===== src/common/scope_consts.svh =====
// ========================================
// Burst shape and timing constants of the sample source.
// SCOPE_SAMPLE_GAP and SCOPE_BACKOFF must both be at least 1.
// Destinations must fit in the 8-bit destination field.
// ========================================
`ifndef SCOPE_CONSTS_SVH
`define SCOPE_CONSTS_SVH

// Destination channels visited in each burst
`define SCOPE_N_CHANNELS 3
// Destination number of the first channel
`define SCOPE_DEST_START 1
// Idle cycles after each non-final sample command
`define SCOPE_SAMPLE_GAP 2
// Cycles waited after dma_done before a new burst may start
`define SCOPE_BACKOFF 16

`endif


===== src/common/scope_stream_pkg.sv =====
// ========================================
// Types carried on the output sample stream.
// The beat layout is shared with the DMA side.
// ========================================
package scope_stream_pkg;

    // One acquisition sample as seen by the DMA
    typedef logic [31:0] sample_word_t;

    // Destination channel number, used by the DMA to route the beat
    typedef logic [7:0] dest_t;

    // Output beat
    // last marks the final sample of the final channel in a burst
    typedef struct packed {
        sample_word_t data;
        dest_t        dest;
        logic         last;
    } sample_beat_t;

endpackage


===== src/common/scope_control_pkg.sv =====
// ========================================
// Sequencer commands, pattern selection and FSM states.
// Depends on scope_stream_pkg for the destination type.
// ========================================
package scope_control_pkg;
    import scope_stream_pkg::*;

    // Sample pattern written into the data word
    typedef enum logic {
        pattern_ramp   = 1'b0,
        pattern_tagged = 1'b1
    } pattern_mode_t;

    // One sample request from the sequencer
    typedef struct packed {
        logic [15:0] index;
        dest_t       dest;
        logic        last;
    } sample_cmd_t;

    typedef enum logic [2:0] {
        idle, issue, gap, wait_dma, backoff
    } seq_state_t;

endpackage


===== src/common/sample_stream_if.sv =====
// ========================================
// Valid/ready stream link with a generic payload.
// A beat moves on a clock edge with valid and ready high.
// ========================================
interface sample_stream_if #(
    parameter type payload_t = logic [31:0]
);

    logic     valid;
    logic     ready;
    payload_t payload;
    // Set on the first beat of each destination block
    logic     first;

    // Once valid is raised the source keeps valid, payload and first
    // unchanged until the beat is taken
    modport source (
        output valid,
        output payload,
        output first,
        input  ready
    );

    modport sink (
        input  valid,
        input  payload,
        input  first,
        output ready
    );

endinterface


===== src/data_gen/pattern_source.sv =====
// ========================================
// Turns sample commands into output beats.
// mode is taken when a command is accepted.
// ========================================
module pattern_source
    import scope_stream_pkg::*;
    import scope_control_pkg::*;
(
    input  logic            clock,
    input  logic            reset,
    input  pattern_mode_t   mode,
    sample_stream_if.sink   cmd,
    sample_stream_if.source beat
);

    logic         beat_valid;
    sample_beat_t beat_reg;
    logic         first_reg;

    function automatic sample_word_t make_word(
        input pattern_mode_t sel,
        input logic [15:0]   index,
        input dest_t         dest
    );
        sample_word_t word;
        if (sel == pattern_tagged) begin
            // Channel tag in the top byte, index in the low half
            word = {dest, 8'h00, index};
        end else begin
            word = {16'h0000, index};
        end
        return word;
    endfunction

    // Accept a new command whenever the output register is free or draining
    assign cmd.ready = !beat_valid || beat.ready;

    always_ff @(posedge clock) begin
        if (!reset) begin
            beat_valid <= 1'b0;
        end else if (cmd.ready) begin
            beat_valid <= cmd.valid;
        end
    end

    always_ff @(posedge clock) begin
        if (cmd.valid && cmd.ready) begin
            beat_reg.data <= make_word(mode, cmd.payload.index, cmd.payload.dest);
            beat_reg.dest <= cmd.payload.dest;
            beat_reg.last <= cmd.payload.last;
            first_reg <= cmd.first;
        end
    end

    assign beat.valid = beat_valid;
    assign beat.payload = beat_reg;
    assign beat.first = first_reg;

endmodule


===== src/data_gen/scope_sequencer.sv =====
// ========================================
// Burst sequencer of the synthetic sample source.
// packet_length is captured at burst start and must be nonzero.
// Commands wait in issue under back-pressure.
// ========================================
`include "scope_consts.svh"

module scope_sequencer
    import scope_stream_pkg::*;
    import scope_control_pkg::*;
(
    input  logic                   clock,
    input  logic                   reset,
    input  logic                   enable,
    input  logic                   trigger,
    input  logic                   dma_done,
    input  logic [15:0]            packet_length,
    sample_stream_if.source        cmd,
    output logic                   busy
);

    localparam dest_t dest_first = dest_t'(`SCOPE_DEST_START);
    localparam dest_t dest_final = dest_t'(`SCOPE_DEST_START + `SCOPE_N_CHANNELS - 1);
    localparam logic [15:0] gap_end = 16'(`SCOPE_SAMPLE_GAP - 1);
    localparam logic [15:0] backoff_end = 16'(`SCOPE_BACKOFF - 1);

    seq_state_t  state;
    logic        trigger_prev;
    logic [15:0] index;
    dest_t       dest;
    logic [15:0] length_reg;
    logic [15:0] delay_count;

    logic start;
    logic block_end;
    logic burst_end;
    logic cmd_taken;

    // Level enable or a fresh rising edge of trigger
    assign start = enable || (trigger && !trigger_prev);

    assign block_end = (index == length_reg - 16'd1);
    assign burst_end = block_end && (dest == dest_final);
    assign cmd_taken = cmd.valid && cmd.ready;

    // The command comes straight from registers, so it stays put while stalled
    assign cmd.valid = (state == issue);
    assign cmd.first = (index == 16'd0);
    assign cmd.payload = '{index: index, dest: dest, last: burst_end};

    assign busy = (state != idle);

    always_ff @(posedge clock) begin
        if (!reset) begin
            state <= idle;
            trigger_prev <= 1'b0;
            index <= 16'd0;
            dest <= dest_first;
            length_reg <= 16'd0;
            delay_count <= 16'd0;
        end else begin
            trigger_prev <= trigger;
            case (state)
                idle: begin
                    index <= 16'd0;
                    dest <= dest_first;
                    delay_count <= 16'd0;
                    if (start) begin
                        length_reg <= packet_length;
                        state <= issue;
                    end
                end
                issue: begin
                    if (cmd_taken) begin
                        delay_count <= 16'd0;
                        if (burst_end) begin
                            state <= wait_dma;
                        end else begin
                            state <= gap;
                            // Step to the next channel once its block is done
                            if (block_end) begin
                                index <= 16'd0;
                                dest <= dest + 8'd1;
                            end else begin
                                index <= index + 16'd1;
                            end
                        end
                    end
                end
                gap: begin
                    if (delay_count == gap_end) begin
                        delay_count <= 16'd0;
                        state <= issue;
                    end else begin
                        delay_count <= delay_count + 16'd1;
                    end
                end
                wait_dma: begin
                    // Counter is already cleared on the way in
                    if (dma_done) begin
                        state <= backoff;
                    end
                end
                backoff: begin
                    if (delay_count == backoff_end) begin
                        state <= idle;
                    end else begin
                        delay_count <= delay_count + 16'd1;
                    end
                end
                default: begin
                    state <= idle;
                end
            endcase
        end
    end

endmodule


===== src/design/scope_capture_top.sv =====
// ========================================
// Synthetic capture source toward a DMA engine.
// Output follows valid/ready, out_first marks index 0.
// ========================================
module scope_capture_top
    import scope_stream_pkg::*;
    import scope_control_pkg::*;
(
    input  logic          clock,
    input  logic          reset,
    input  logic          enable,
    input  logic          trigger,
    input  logic          dma_done,
    input  pattern_mode_t mode,
    input  logic [15:0]   packet_length,
    input  logic          out_ready,
    output logic          out_valid,
    output sample_word_t  out_data,
    output dest_t         out_dest,
    output logic          out_last,
    output logic          out_first,
    output logic          busy
);

    sample_stream_if #(.payload_t(sample_cmd_t))  cmd_in ();
    sample_stream_if #(.payload_t(sample_cmd_t))  cmd_out ();
    sample_stream_if #(.payload_t(sample_beat_t)) beat_in ();
    sample_stream_if #(.payload_t(sample_beat_t)) beat_out ();

    scope_sequencer sequencer_inst (
        .clock         (clock),
        .reset         (reset),
        .enable        (enable),
        .trigger       (trigger),
        .dma_done      (dma_done),
        .packet_length (packet_length),
        .cmd           (cmd_in.source),
        .busy          (busy)
    );

    // Keeps the pattern stage ready path away from the sequencer
    stream_skid_buffer #(.payload_t(sample_cmd_t)) cmd_buffer_inst (
        .clock      (clock),
        .reset      (reset),
        .upstream   (cmd_in.sink),
        .downstream (cmd_out.source)
    );

    pattern_source pattern_inst (
        .clock (clock),
        .reset (reset),
        .mode  (mode),
        .cmd   (cmd_out.sink),
        .beat  (beat_in.source)
    );

    stream_skid_buffer #(.payload_t(sample_beat_t)) beat_buffer_inst (
        .clock      (clock),
        .reset      (reset),
        .upstream   (beat_in.sink),
        .downstream (beat_out.source)
    );

    // DMA side of the output link
    assign beat_out.ready = out_ready;
    assign out_valid = beat_out.valid;
    assign out_data = beat_out.payload.data;
    assign out_dest = beat_out.payload.dest;
    assign out_last = beat_out.payload.last;
    assign out_first = beat_out.first;

endmodule


===== src/design/stream_skid_buffer.sv =====
// ========================================
// Two-entry skid buffer for any stream payload.
// upstream.ready comes only from the fill state.
// ========================================
module stream_skid_buffer #(
    parameter type payload_t = logic [31:0]
) (
    input  logic            clock,
    input  logic            reset,
    sample_stream_if.sink   upstream,
    sample_stream_if.source downstream
);

    // Main entry drives the output, skid entry catches a beat during a stall
    logic     main_valid;
    payload_t main_payload;
    logic     main_first;
    logic     skid_valid;
    payload_t skid_payload;
    logic     skid_first;

    logic main_load;
    logic skid_load;

    // Main entry may change only when it is empty or being taken
    assign main_load = downstream.ready || !main_valid;
    assign skid_load = !main_load && upstream.valid && upstream.ready;

    assign upstream.ready = !skid_valid;

    always_ff @(posedge clock) begin
        if (!reset) begin
            main_valid <= 1'b0;
            skid_valid <= 1'b0;
        end else if (main_load) begin
            main_valid <= skid_valid || upstream.valid;
            skid_valid <= 1'b0;
        end else if (skid_load) begin
            skid_valid <= 1'b1;
        end
    end

    always_ff @(posedge clock) begin
        if (main_load) begin
            // The older beat in the skid entry goes out first
            main_payload <= skid_valid ? skid_payload : upstream.payload;
            main_first <= skid_valid ? skid_first : upstream.first;
        end
        if (skid_load) begin
            skid_payload <= upstream.payload;
            skid_first <= upstream.first;
        end
    end

    assign downstream.valid = main_valid;
    assign downstream.payload = main_payload;
    assign downstream.first = main_first;

endmodule


===== config.mk =====
export PLATFORM = sky130hd
export DESIGN_NAME = scope_capture_top
export DESIGN_NICKNAME = d
export VERILOG_FILES = /design/src/common/scope_stream_pkg.sv /design/src/common/scope_control_pkg.sv /design/src/common/sample_stream_if.sv /design/src/data_gen/pattern_source.sv /design/src/data_gen/scope_sequencer.sv /design/src/design/scope_capture_top.sv /design/src/design/stream_skid_buffer.sv
export VERILOG_INCLUDE_DIRS = /design/src /design/src/common
export SDC_FILE = /design/constraint.sdc
export NUM_CORES = 1
export LEC_CHECK = 0
export BUFFER_PORTS_ARGS = -buffer_cell sky130_fd_sc_hd__buf_4
export CORE_UTILIZATION = 45
export DETAILED_ROUTE_END_ITERATION = 10
export GPL_TIMING_DRIVEN = 0
export PLACE_DENSITY = 0.76
export SLEW_MARGIN = 10
export SYNTH_ARGS = -nofsm -noshare
export SYNTH_HDL_FRONTEND = slang
export SYNTH_SLANG_ARGS = --single-unit

===== constraint.sdc =====
create_clock -name clock -period 5.5 [get_ports clock]
set_clock_uncertainty 0.1 [all_clocks]
set_input_delay 1.1 -clock clock [delete_from_list [all_inputs] [get_ports clock]]
set_output_delay 1.1 -clock clock [all_outputs]
set_load 0.005 [all_outputs]

# Yosys cells after proc, flatten, opt, wreduce, memory -nomap -nowiden
# Cells that the tools add are included.
# totals
elab_cells	110
regBits	243
in_bits	23
output_inout_bits	44
# classes
n_eq_ne	16
n_addsub	4
n_mux	23
bitwise	1
n_reduce_logical	34
# ops
cell	count
2-to-1 mux 16 bit	6
one-hot mux 16 bit (4 select lines)	1
2-to-1 mux 41 bit	1
adder 16 x 1 -> 16 bit, second input constant	2
one-hot mux 16 bit (2 select lines)	1
2-to-1 mux 25 bit	1
2-to-1 mux 8 bit	3
== test 16 x 1 -> 1 bit, second input constant	1
== test 16 bit	1
== test 16 x 4 -> 1 bit, second input constant	1
zero test 16 bit	1
one-hot mux 8 bit (2 select lines)	1
subtractor 16 x 1 -> 16 bit, second input constant	1
2-to-1 mux 3 bit	5
one-hot mux 3 bit (5 select lines)	1
!= test 2 bit, second input constant	5
adder 8 x 1 -> 8 bit, second input constant	1
== test 8 x 2 -> 1 bit, second input constant	1
logical AND 1 bit	8
zero test 1 bit	8
== test 3 x 2 -> 1 bit, second input constant	2
logical OR 1 bit	6
!= test 2 x 1 -> 1 bit, second input constant	3
AND reduction 3 bit	2
other kinds (12)	15

# Depth between registers and ports, before layout
# Gate-level depths: netlist (run 1).
# depth
depth_word	6
mapped_depth	12
ltp_nobuf	10

# Modules after synthesis
# From an unflattened synthesis (run 1), not the netlist that was laid out.
# hier_totals
hier_cells	713
hier_area_um2	10027.1
# by_module_without_submodules
module	area_each_um2	seq_area_each_um2	n_inst	cells_per_inst
scope_sequencer	3532.1	1201.2	1	429
stream_skid_buffer at beat_buffer_inst	3309.4	2562.5	1	139
stream_skid_buffer at cmd_buffer_inst	1993.2	1601.5	1	89
pattern_source	1192.4	1041.0	1	56

# Least setup slack after synthesis (run 1)
# Ideal clock, no wire load.
# synth_path
kind	input to register
startpoint	input out_ready
endpoint	register beat_buffer_inst.skid_first, enable pin
n_path_buf	0
setup_time_ns	0.475
required_ns	4.925
slack_ns	0.282
t_arrival_ns	4.643
path_stages	2
path_cell_list	nand2b_1 -> nor3b_1
# synth_between
elab_chain_len	4
# synth_rtl
element	line_no	text
start, declared	scope_capture_top.sv:16	input logic out_ready,
logical OR 1 bit	stream_skid_buffer.sv:26	assign main_load = downstream.ready || !main_valid;
zero test 1 bit	stream_skid_buffer.sv:27	assign skid_load = !main_load && upstream.valid && upstream.ready;
logical AND 1 bit (2 in series)	stream_skid_buffer.sv:27	
net beat_buffer_inst.skid_load	stream_skid_buffer.sv:23	logic skid_load;
end signal, assigned	stream_skid_buffer.sv:51	skid_first <= upstream.first;
end, declared	stream_skid_buffer.sv:20	logic skid_first;
# The timed path passes the listed nets, and every way through them passes these cells.
# A chain may end at the register's enable or synchronous reset.

# Worst setup path in the final report (run 1)
# layout_path
startpoint	register sequencer_inst.length_reg[2]
endpoint	register sequencer_inst.index[0]
# layout_between
elab_chain_len	6
elab_cells_between_ends	9
classes_between	add/sub (1); eq/ne (2); mux (4); reduce/logical (2)
# layout_rtl
element	line_no	text
start, declared	scope_sequencer.sv:31	logic [15:0] length_reg;
start signal, assigned	scope_sequencer.sv:69	length_reg <= packet_length;
subtractor 16 x 1 -> 16 bit *	scope_sequencer.sv:42	assign block_end = (index == length_reg - 16'd1);
== test 16 bit *	scope_sequencer.sv:42	
2-to-1 mux 16 bit	scope_sequencer.sv:81	if (block_end) begin
2-to-1 mux 16 bit	scope_sequencer.sv:76	if (burst_end) begin
2-to-1 mux 16 bit	scope_sequencer.sv:74	if (cmd_taken) begin
one-hot mux 16 bit (2 select lines)	scope_sequencer.sv:63	case (state)
end signal, assigned	scope_sequencer.sv:85	index <= index + 16'd1;
end, declared	scope_sequencer.sv:29	logic [15:0] index;
# Mark *: on every way between the ends. The rest lies on a longest branch, timed or not. The select of a mux whose other input is x is not followed.

==> flow_metrics.env, run 1 <==
export IMPL_worstMarginPinSlew_ns=0.843
export IMPL_regArea_sq_mm=0.00593
export IMPL_dpl_cell_area_sq_mm=0.00988
export IMPL_core_sq_mm=0.0195
export IMPL_pwr_share_seq_pct=47.6
export IMPL_clock_latency_ns=0.50
export IMPL_multi_input_area_sq_mm=0.00290
export IMPL_grt_total_usage_pct=14.9
export IMPL_clock_fmax_mhz=302
export IMPL_swShare_pct=25.4
export IMPL_cap_violations=0
export IMPL_clockBufferDepth=3
export IMPL_cts_sinks=219
export IMPL_antenna_cells=0
export IMPL_overflow=0
export IMPL_dieWidth_um=143
export IMPL_holdWs_ns=0.315
export IMPL_synthSimpleGateAreaFrac_pct=12.2
export IMPL_p_comb_share_pct=16.7
export IMPL_routed_wl_um=14900
export IMPL_vdd_drop_max_uv=196
export IMPL_start_kind="register"
export IMPL_initial_core_util_pct=46.0
export IMPL_post_route_min_period_ns=3.31
export IMPL_max_slew_margin_pct=43.8
export IMPL_grt_pass1_vias=5013
export IMPL_min_period_over_period_pct=60.3
export IMPL_worstSetupEndpointType="register"
export IMPL_nets=810
export IMPL_synth_avg_cell_area_sq_um=13.1
export IMPL_reg2regPathDepth=10
export IMPL_hold_viol_final=0
export IMPL_finalMaxSlewViolations=0
export IMPL_io_pins=67
export IMPL_syn_area_sq_mm=0.00899
export IMPL_via_per_inst=5.09
export IMPL_max_stage_delay_ns=0.51
export IMPL_htreeDepth=1
export IMPL_status="completed"
export IMPL_cp_slowest_cell="nor4_1"
export IMPL_ctsHoldBuffers=0
export IMPL_cts_buffers=22
export IMPL_port_buffers=58
export IMPL_setup_viol=0
export IMPL_p_leak_uw=0.00387
export IMPL_critPathTopFamily="simple AND/OR/NAND/NOR gates"
export IMPL_gp_congestion=0.825
export IMPL_netlist_instances=686
export IMPL_cts_resized=0
export IMPL_hold_class="register to register"
export IMPL_power_internal_uw=3170
export IMPL_async_flop_share_pct=0
export IMPL_n_fill_cell=1620
export IMPL_power_density_mw_per_mm2=399
export IMPL_grt_pass1_wl_um=24700
export IMPL_synthMuxAreaShare_pct=7.25
export IMPL_cts_tree="yes"
export IMPL_worst_slack_ns=2.19
export IMPL_layout_drive_gt1_share_pct=23.5
export IMPL_final_cell_mix="edfxtp_1, buf_4, dfxtp_1, nand2_1, mux2_2"
export IMPL_layout_commonest_cell="edfxtp_1"
export IMPL_dieArea_sq_mm=0.0205
export IMPL_hpwl_um=10200
export IMPL_worstPathMaxFanout=10
export IMPL_critical_path_buf_inv_count=2
export IMPL_worstSetupPathType="register to register"
export IMPL_synth_xor_area_share_pct=3.31
export IMPL_worstPathArrival_ns=3.64
export IMPL_ys_ff_latch=219
export IMPL_drt_antenna_violating_nets=0
export IMPL_cp_required_ns=5.83
export IMPL_synthAdderAreaFrac_pct=0.835
export IMPL_synthDistinctLibCells=58
export IMPL_dp_slack_ns=1.90
export IMPL_synth_compound_area_share_pct=8.03
export IMPL_num_vias=5401
export IMPL_synth_edff_count=154
export IMPL_routedWlPerCell_um=14.0
export IMPL_drt_iter0_drc=291
export IMPL_drtPass1Iterations=5
export IMPL_die_height_um=143
export IMPL_ys_flop_type="edfxtp_1"
export IMPL_post_cts_setup_buffers=0
export IMPL_cp_cell_sequence="nor4_1, buf_2, nand3_1, and3_1, a311o_2, o2111a_1, a31oi_2, nand2_1, clkbuf_1, nor2_1"
export IMPL_yosys_warnings=0
export IMPL_final_area_sq_mm=0.0106
export IMPL_holdPathStages=0
export IMPL_grt_antenna_before_repair=0
export IMPL_rows=51
export IMPL_clk_root_buffer_cell="clkbuf_16"
export IMPL_seq_area_frac_synth_pct=65.9
export IMPL_p_sw_uw=1080
export IMPL_clk_pin_slew_worst_paths_ns=0.06
export IMPL_cp_depth=10
export IMPL_syn2layout_area_growth_pct=18.4
export IMPL_grt_max_degree=38
export IMPL_synth_top_family_by_area="simple AND/OR/NAND/NOR gates"
export IMPL_rsz0062_at_grt="false"
export IMPL_clkPwrFrac_pct=35.7
export IMPL_drc_errors=0
[per-layer routing]
metal  share of wire, %  up-vias  GRT usage, %
met5                  0        -             0
met4                1.8        0          3.64
li1                   -     2734             -
met1                 48     2550          20.5
met3                4.5       16          2.70
met2                 46      101          24.5
[kinds of logic (layout without fill, tap and decap cells)]
family	Yosys count	in the layout
flops	219	219
simple gates	213	213
compound gates	107	107
mux	58	58
buf+inv	48	152
xor+xnor	34	34
fa+ha+maj	6	6
other cells	1	8
[per-stage QoR]
step                setup TNS [ns]  utilization [%]  power, uW  cells
finish                           0             54.5       4240   1062
global route                     0             54.5       4430   1062
CTS                              0             54.5       4270   1062
detailed placement               0             50.6       2760   1022
global placement            -38.87             50.1       2730   1016
floorplan                        0                -       2520    693
[layout make-up]
cell class	count	area share (%)
flip-flops and latches	219	55.7
multi-input cells	426	27.3
clock buffers	30	6.12
repair buffers	64	4.81
well taps	265	3.11
plain buffers	35	1.55
clock inverters	10	1.01
inverters	13	0.458
[path summary, 6_finish.rpt]
path	endpoint	start	slack [ns]
max reg2reg	sequencer_inst.index[0]	sequencer_inst.length_reg[2]	2.19
max	sequencer_inst.index[0]	sequencer_inst.length_reg[2]	2.19
min	cmd_buffer_inst.skid_payload[18]	sequencer_inst.index[9]	0.32
min reg2reg	cmd_buffer_inst.skid_payload[18]	sequencer_inst.index[9]	0.32
[worst register-to-register path, delay by kind of cell, from the launching register on]
kind / cells / cell delay [ns]
DFF: 1 / 0.37
AOI/OAI and AO/OA: 3 / 0.88
buffers and inverters: 2 / 0.60
and+or+nand+nor: 5 / 1.33
[power groups by stage]
stage | clock network, uW | registers [uW] | logic, uW
global route | 1600 | 2040 | 795
detailed placement | 0 | 2050 | 703
floorplan | 0 | 2040 | 485
CTS | 1540 | 2020 | 712
global placement | 0 | 2050 | 675
finish | 1510 | 2020 | 709
[cell usage after synthesis, types with 7 or more instances]
master    number  share of area (%)
nand2_1       58                2.4
edfxtp_1     154                 51
buf_4          8               0.67
o21ai_0       26                1.4
nor4_1         8               0.56
and3_1        11               0.77
and2_1        11               0.77
inv_1         13               0.54
or3_1         15                1.0
a21oi_1       30                1.7
dfxtp_1       65                 14
mux2_2        57                7.1
a21boi_0      20                1.7
nand3_1       21                1.2
nor3_1         9               0.50
nor2_1        37                1.5
xor2_1        21                2.0
clkbuf_1      23               0.96
xnor2_1       13                1.3
nand4_1       13               0.90
o31ai_1        7               0.58
Power figures use the tool's default switching activity.
==> inputs of run 2 (changes only) <==
- PLACE_DENSITY: 0.76 -> 0.74
- clock period: 5.5 -> 3.3 ns (I/O delays scaled with it)
==> flow_metrics.env, run 2 (synthesis gave the netlist of run 1 again) <==
export IMPL_worst_slack_ns=0.177
export IMPL_layout_drive_gt1_share_pct=23.8
export IMPL_cts_sinks=219
export IMPL_rsz0062_at_grt="false"
export IMPL_core_sq_mm=0.0195
export IMPL_grt_pass1_wl_um=25700
export IMPL_routedWlPerCell_um=14.5
export IMPL_routed_wl_um=15400
export IMPL_rows=51
export IMPL_port_buffers=58
export IMPL_overflow=0
export IMPL_dp_slack_ns=-0.0651
export IMPL_worstPathMaxFanout=10
export IMPL_htreeDepth=1
export IMPL_dieArea_sq_mm=0.0205
export IMPL_dp_cells=1021
export IMPL_clk_root_buffer_cell="clkbuf_16"
export IMPL_n_fill_cell=1623
export IMPL_die_height_um=143
export IMPL_dieWidth_um=143
export IMPL_hold_class="input port to register"
export IMPL_initial_core_util_pct=46.0
export IMPL_drt_antenna_violating_nets=0
export IMPL_post_route_min_period_ns=3.12
export IMPL_drtPass1Iterations=4
export IMPL_finalNonFillerCells=1063
export IMPL_status="completed"
export IMPL_syn2layout_area_growth_pct=18.8
export IMPL_start_kind="register"
export IMPL_cap_violations=0
export IMPL_ctsHoldBuffers=0
export IMPL_clk_pin_slew_worst_paths_ns=0.06
export IMPL_p_leak_uw=0.00386
export IMPL_grt_max_degree=30
export IMPL_nets=814
export IMPL_cts_tree="yes"
export IMPL_final_cell_mix="edfxtp_1, buf_4, dfxtp_1, nand2_1, mux2_2"
export IMPL_worstSetupPathType="register to register"
export IMPL_vdd_drop_max_uv=341
export IMPL_grt_antenna_before_repair=0
export IMPL_layout_commonest_cell="edfxtp_1"
export IMPL_drc_errors=0
export IMPL_num_vias=5537
export IMPL_power_density_mw_per_mm2=647
export IMPL_cp_required_ns=3.63
export IMPL_finalMaxSlewViolations=0
export IMPL_worstSetupEndpointType="register"
export IMPL_clock_latency_ns=0.50
export IMPL_io_pins=67
export IMPL_grt_pass1_vias=5355
export IMPL_max_slew_margin_pct=49.2
export IMPL_clock_fmax_mhz=320
export IMPL_clockBufferDepth=3
export IMPL_min_period_over_period_pct=94.6
export IMPL_grt_total_usage_pct=15.6
export IMPL_drt_iter0_drc=336
export IMPL_hold_viol_final=0
export IMPL_setup_viol=0
export IMPL_via_per_inst=5.21
export IMPL_hpwl_um=10700
export IMPL_cts_buffers=22
export IMPL_antenna_cells=0
export IMPL_worstPathArrival_ns=3.46
export IMPL_gp_congestion=0.809
export IMPL_worstMarginPinSlew_ns=0.761
-- run 2: metal layers --
metal	GRT usage [%]	up-vias	routed length, um
met1	21.1	2658	7130
met5	0	-	0
met2	25.5	109	7250
met4	5.04	0	379
li1	-	2743	-
met3	2.83	27	675
-- run 2: worst paths after layout --
kind,from,depth (start not counted),slack [ns],end
worst min-delay path,trigger,2,0.27,sequencer_inst.trigger_prev
worst min register to register,cmd_buffer_inst.downstream.payload[13],0,0.31,pattern_inst.beat.payload[13]
worst max-delay path,sequencer_inst.length_reg[10],9,0.18,sequencer_inst.dest[4]
worst max register to register,sequencer_inst.length_reg[10],9,0.18,sequencer_inst.dest[4]
-- run 2: area by class of cell --
| type | instances | area [sq um] | area share (%) |
|---|---|---|---|
| flip-flops and latches | 219 | 5930 | 55.5 |
| multi-input cells | 426 | 2950 | 27.7 |
| repair buffers | 68 | 586 | 5.48 |
| clock buffers | 28 | 583 | 5.46 |
| well taps | 265 | 332 | 3.10 |
| plain buffers | 35 | 165 | 1.55 |
| clock inverters | 9 | 86.3 | 0.808 |
| inverters | 13 | 48.8 | 0.457 |
-- run 2: timing repair --
item                                    4_1_cts  5_1_grt
buffers inserted                              0        5
pin swaps                                     0        1
gates resized for setup                       1        5
endpoints found under the setup margin       10       37
-- run 2: where the power goes --
| group | internal [uW] | switching [uW] |
|---|---|---|
| clock | 1330 | 988 |
| sequential | 3220 | 153 |
| combinational | 540 | 677 |
| total | 5090 | 1820 |
-- run 2: per-stage QoR --
stage	instance area [sq um]	TNS (ns)	total power (uW)	hold slack, ns	util, %
global placement	9790	-90.53	4550	0.302	50.1
floorplan	9020	-8.49	4210	0.300	-
CTS	10600	0	6950	0.256	54.3
finish	10700	0	6910	0.268	54.7
global route	10700	0	7250	0.284	54.7
detailed placement	9940	-0.354	4620	0.305	50.9
-- run 2: worst max-delay path, stage by stage (launching register included) --
cell	delay (ns)
dfxtp_1	0.38
or4_4	0.58
or3_1	0.36
a2111oi_2	0.31
a311o_2	0.20
o2111a_1	0.25
a31oi_4	0.14
buf_2	0.23
or3_1	0.37
a21oi_1	0.15
==> inputs of run 3 (changes only) <==
- clock period: 3.3 -> 3.2 ns (I/O delays scaled with it)
==> flow_metrics.env, run 3 (synthesis gave the netlist of run 1 again) <==
export IMPL_power_density_mw_per_mm2=689
export IMPL_drt_antenna_violating_nets=0
export IMPL_clk_root_buffer_cell="clkbuf_16"
export IMPL_core_sq_mm=0.0195
export IMPL_clockBufferDepth=3
export IMPL_hpwl_um=10700
export IMPL_clock_latency_ns=0.49
export IMPL_status="completed"
export IMPL_cts_tree="yes"
export IMPL_routed_wl_um=15600
export IMPL_holdWs_ns=0.266
export IMPL_hold_viol_final=0
export IMPL_min_period_over_period_pct=95.7
export IMPL_setup_viol=0
export IMPL_p_leak_uw=0.00390
export IMPL_drt_iter0_drc=346
export IMPL_rsz0062_at_grt="true"
export IMPL_initial_core_util_pct=46.0
export IMPL_finalMaxSlewViolations=0
export IMPL_swShare_pct=25.7
export IMPL_antenna_cells=0
export IMPL_dpl_cell_area_sq_mm=0.00992
export IMPL_start_kind="register"
export IMPL_via_per_inst=5.16
export IMPL_dieWidth_um=143
export IMPL_worstPathMaxFanout=10
export IMPL_p_comb_share_pct=17.3
export IMPL_die_height_um=143
export IMPL_worstMarginPinSlew_ns=0.827
export IMPL_power_internal_uw=5530
export IMPL_final_area_sq_mm=0.0108
export IMPL_cts_sinks=219
export IMPL_grt_max_degree=31
export IMPL_clkPwrFrac_pct=35.9
export IMPL_rows=51
export IMPL_syn2layout_area_growth_pct=20.2
export IMPL_htreeDepth=1
export IMPL_io_pins=67
export IMPL_clock_fmax_mhz=327
export IMPL_worstSetupPathType="register to register"
export IMPL_ctsHoldBuffers=0
export IMPL_grt_antenna_before_repair=0
export IMPL_nets=814
export IMPL_dieArea_sq_mm=0.0205
export IMPL_routedWlPerCell_um=14.6
export IMPL_final_cell_mix="edfxtp_1, buf_4, dfxtp_1, nand2_1, mux2_2"
export IMPL_worstPathArrival_ns=3.34
export IMPL_drtPass1Iterations=4
export IMPL_cap_violations=0
export IMPL_regArea_sq_mm=0.00593
export IMPL_layout_commonest_cell="edfxtp_1"
export IMPL_grt_total_usage_pct=15.6
export IMPL_overflow=0
export IMPL_max_slew_margin_pct=44.8
export IMPL_cp_required_ns=3.48
export IMPL_port_buffers=58
export IMPL_hold_class="input port to register"
export IMPL_n_fill_cell=1631
export IMPL_pwr_share_seq_pct=46.8
export IMPL_grt_pass1_vias=5233
export IMPL_gp_congestion=0.823
export IMPL_drc_errors=0
export IMPL_worstSetupEndpointType="register"
export IMPL_clk_pin_slew_worst_paths_ns=0.06
export IMPL_grt_pass1_wl_um=25700
export IMPL_total_power_uw=7440
export IMPL_layout_drive_gt1_share_pct=24.6
export IMPL_multi_input_area_sq_mm=0.00299
export IMPL_post_route_min_period_ns=3.06
export IMPL_cts_buffers=23
export IMPL_tns_ns=0
export IMPL_num_vias=5496
export IMPL_p_sw_uw=1920
export IMPL_vdd_drop_max_uv=278
-- run 3: changes by cell type in the layout (fill, tap and decap cells not counted), sizes merged --
cell,change
bufinv,+1
buf,-2
inv,+1
clkinv,-4
clkinvlp,+1
clkbuf,+5
nor3,+1
-- run 3: worst max-delay path, stage by stage, from the launching register on --
cell and delay [ns]:
dfxtp_2 0.36, or4_4 0.56, or3_1 0.38, a2111oi_4 0.30, a311o_2 0.20, o2111ai_2 0.24, o31ai_2 0.29, buf_2 0.26
mux2i_1 0.21, nor2_1 0.05
-- run 3: layer usage --
layer	global-route usage (%)	up-vias	wire (um)
met1	20.9	2622	7130
li1	-	2740	-
met2	26.4	118	7550
met5	0	-	0
met4	4.26	0	221
met3	2.40	16	707
-- run 3: final cells by class --
cell class                      instances  share of cell area, %
Timing Repair Buffer                   66                   5.21
Sequential cell                       219                   54.9
Inverter                               13                  0.452
Clock buffer                           33                   6.25
Tap cell                              265                   3.07
Buffer                                 35                   1.60
Multi-Input combinational cell        427                   27.6
Clock inverter                          8                  0.926
-- run 3: worst paths after layout --
kind,slack [ns],startpoint,end,cells past startpoint
max,0.14,sequencer_inst.length_reg[10],sequencer_inst.index[1],9
min,0.27,trigger,sequencer_inst.trigger_prev,2
max reg2reg,0.14,sequencer_inst.length_reg[10],sequencer_inst.index[1],9
min reg2reg,0.31,cmd_buffer_inst.downstream.payload[11],pattern_inst.beat.payload[11],0
-- run 3: power by group through the flow --
stage | registers, uW | clock network [uW] | logic (uW)
floorplan | 3500 | 0 | 839
global placement | 3520 | 0 | 1170
detailed placement | 3530 | 0 | 1230
CTS | 3470 | 2730 | 1250
global route | 3510 | 2850 | 1450
finish | 3480 | 2670 | 1290
-- run 3: metrics by stage --
| stage | worst slack [ns] | util, % | std cells |
|---|---|---|---|
| CTS | 0.0315 | 54.9 | 1062 |
| global placement | -0.693 | 50.2 | 1016 |
| finish | 0.138 | 55.3 | 1066 |
| floorplan | 0.114 | - | 693 |
| global route | -0.0829 | 55.3 | 1066 |
| detailed placement | -0.171 | 50.8 | 1020 |
-- run 3: what timing repair did --
action | CTS | global route
pin swaps | 1 | 3
gates cloned | 1 | 0
hold endpoints to repair | 0 | 0
setup buffers | 0 | 4
setup endpoints to repair | 43 | 52
gates resized for setup | 2 | 13
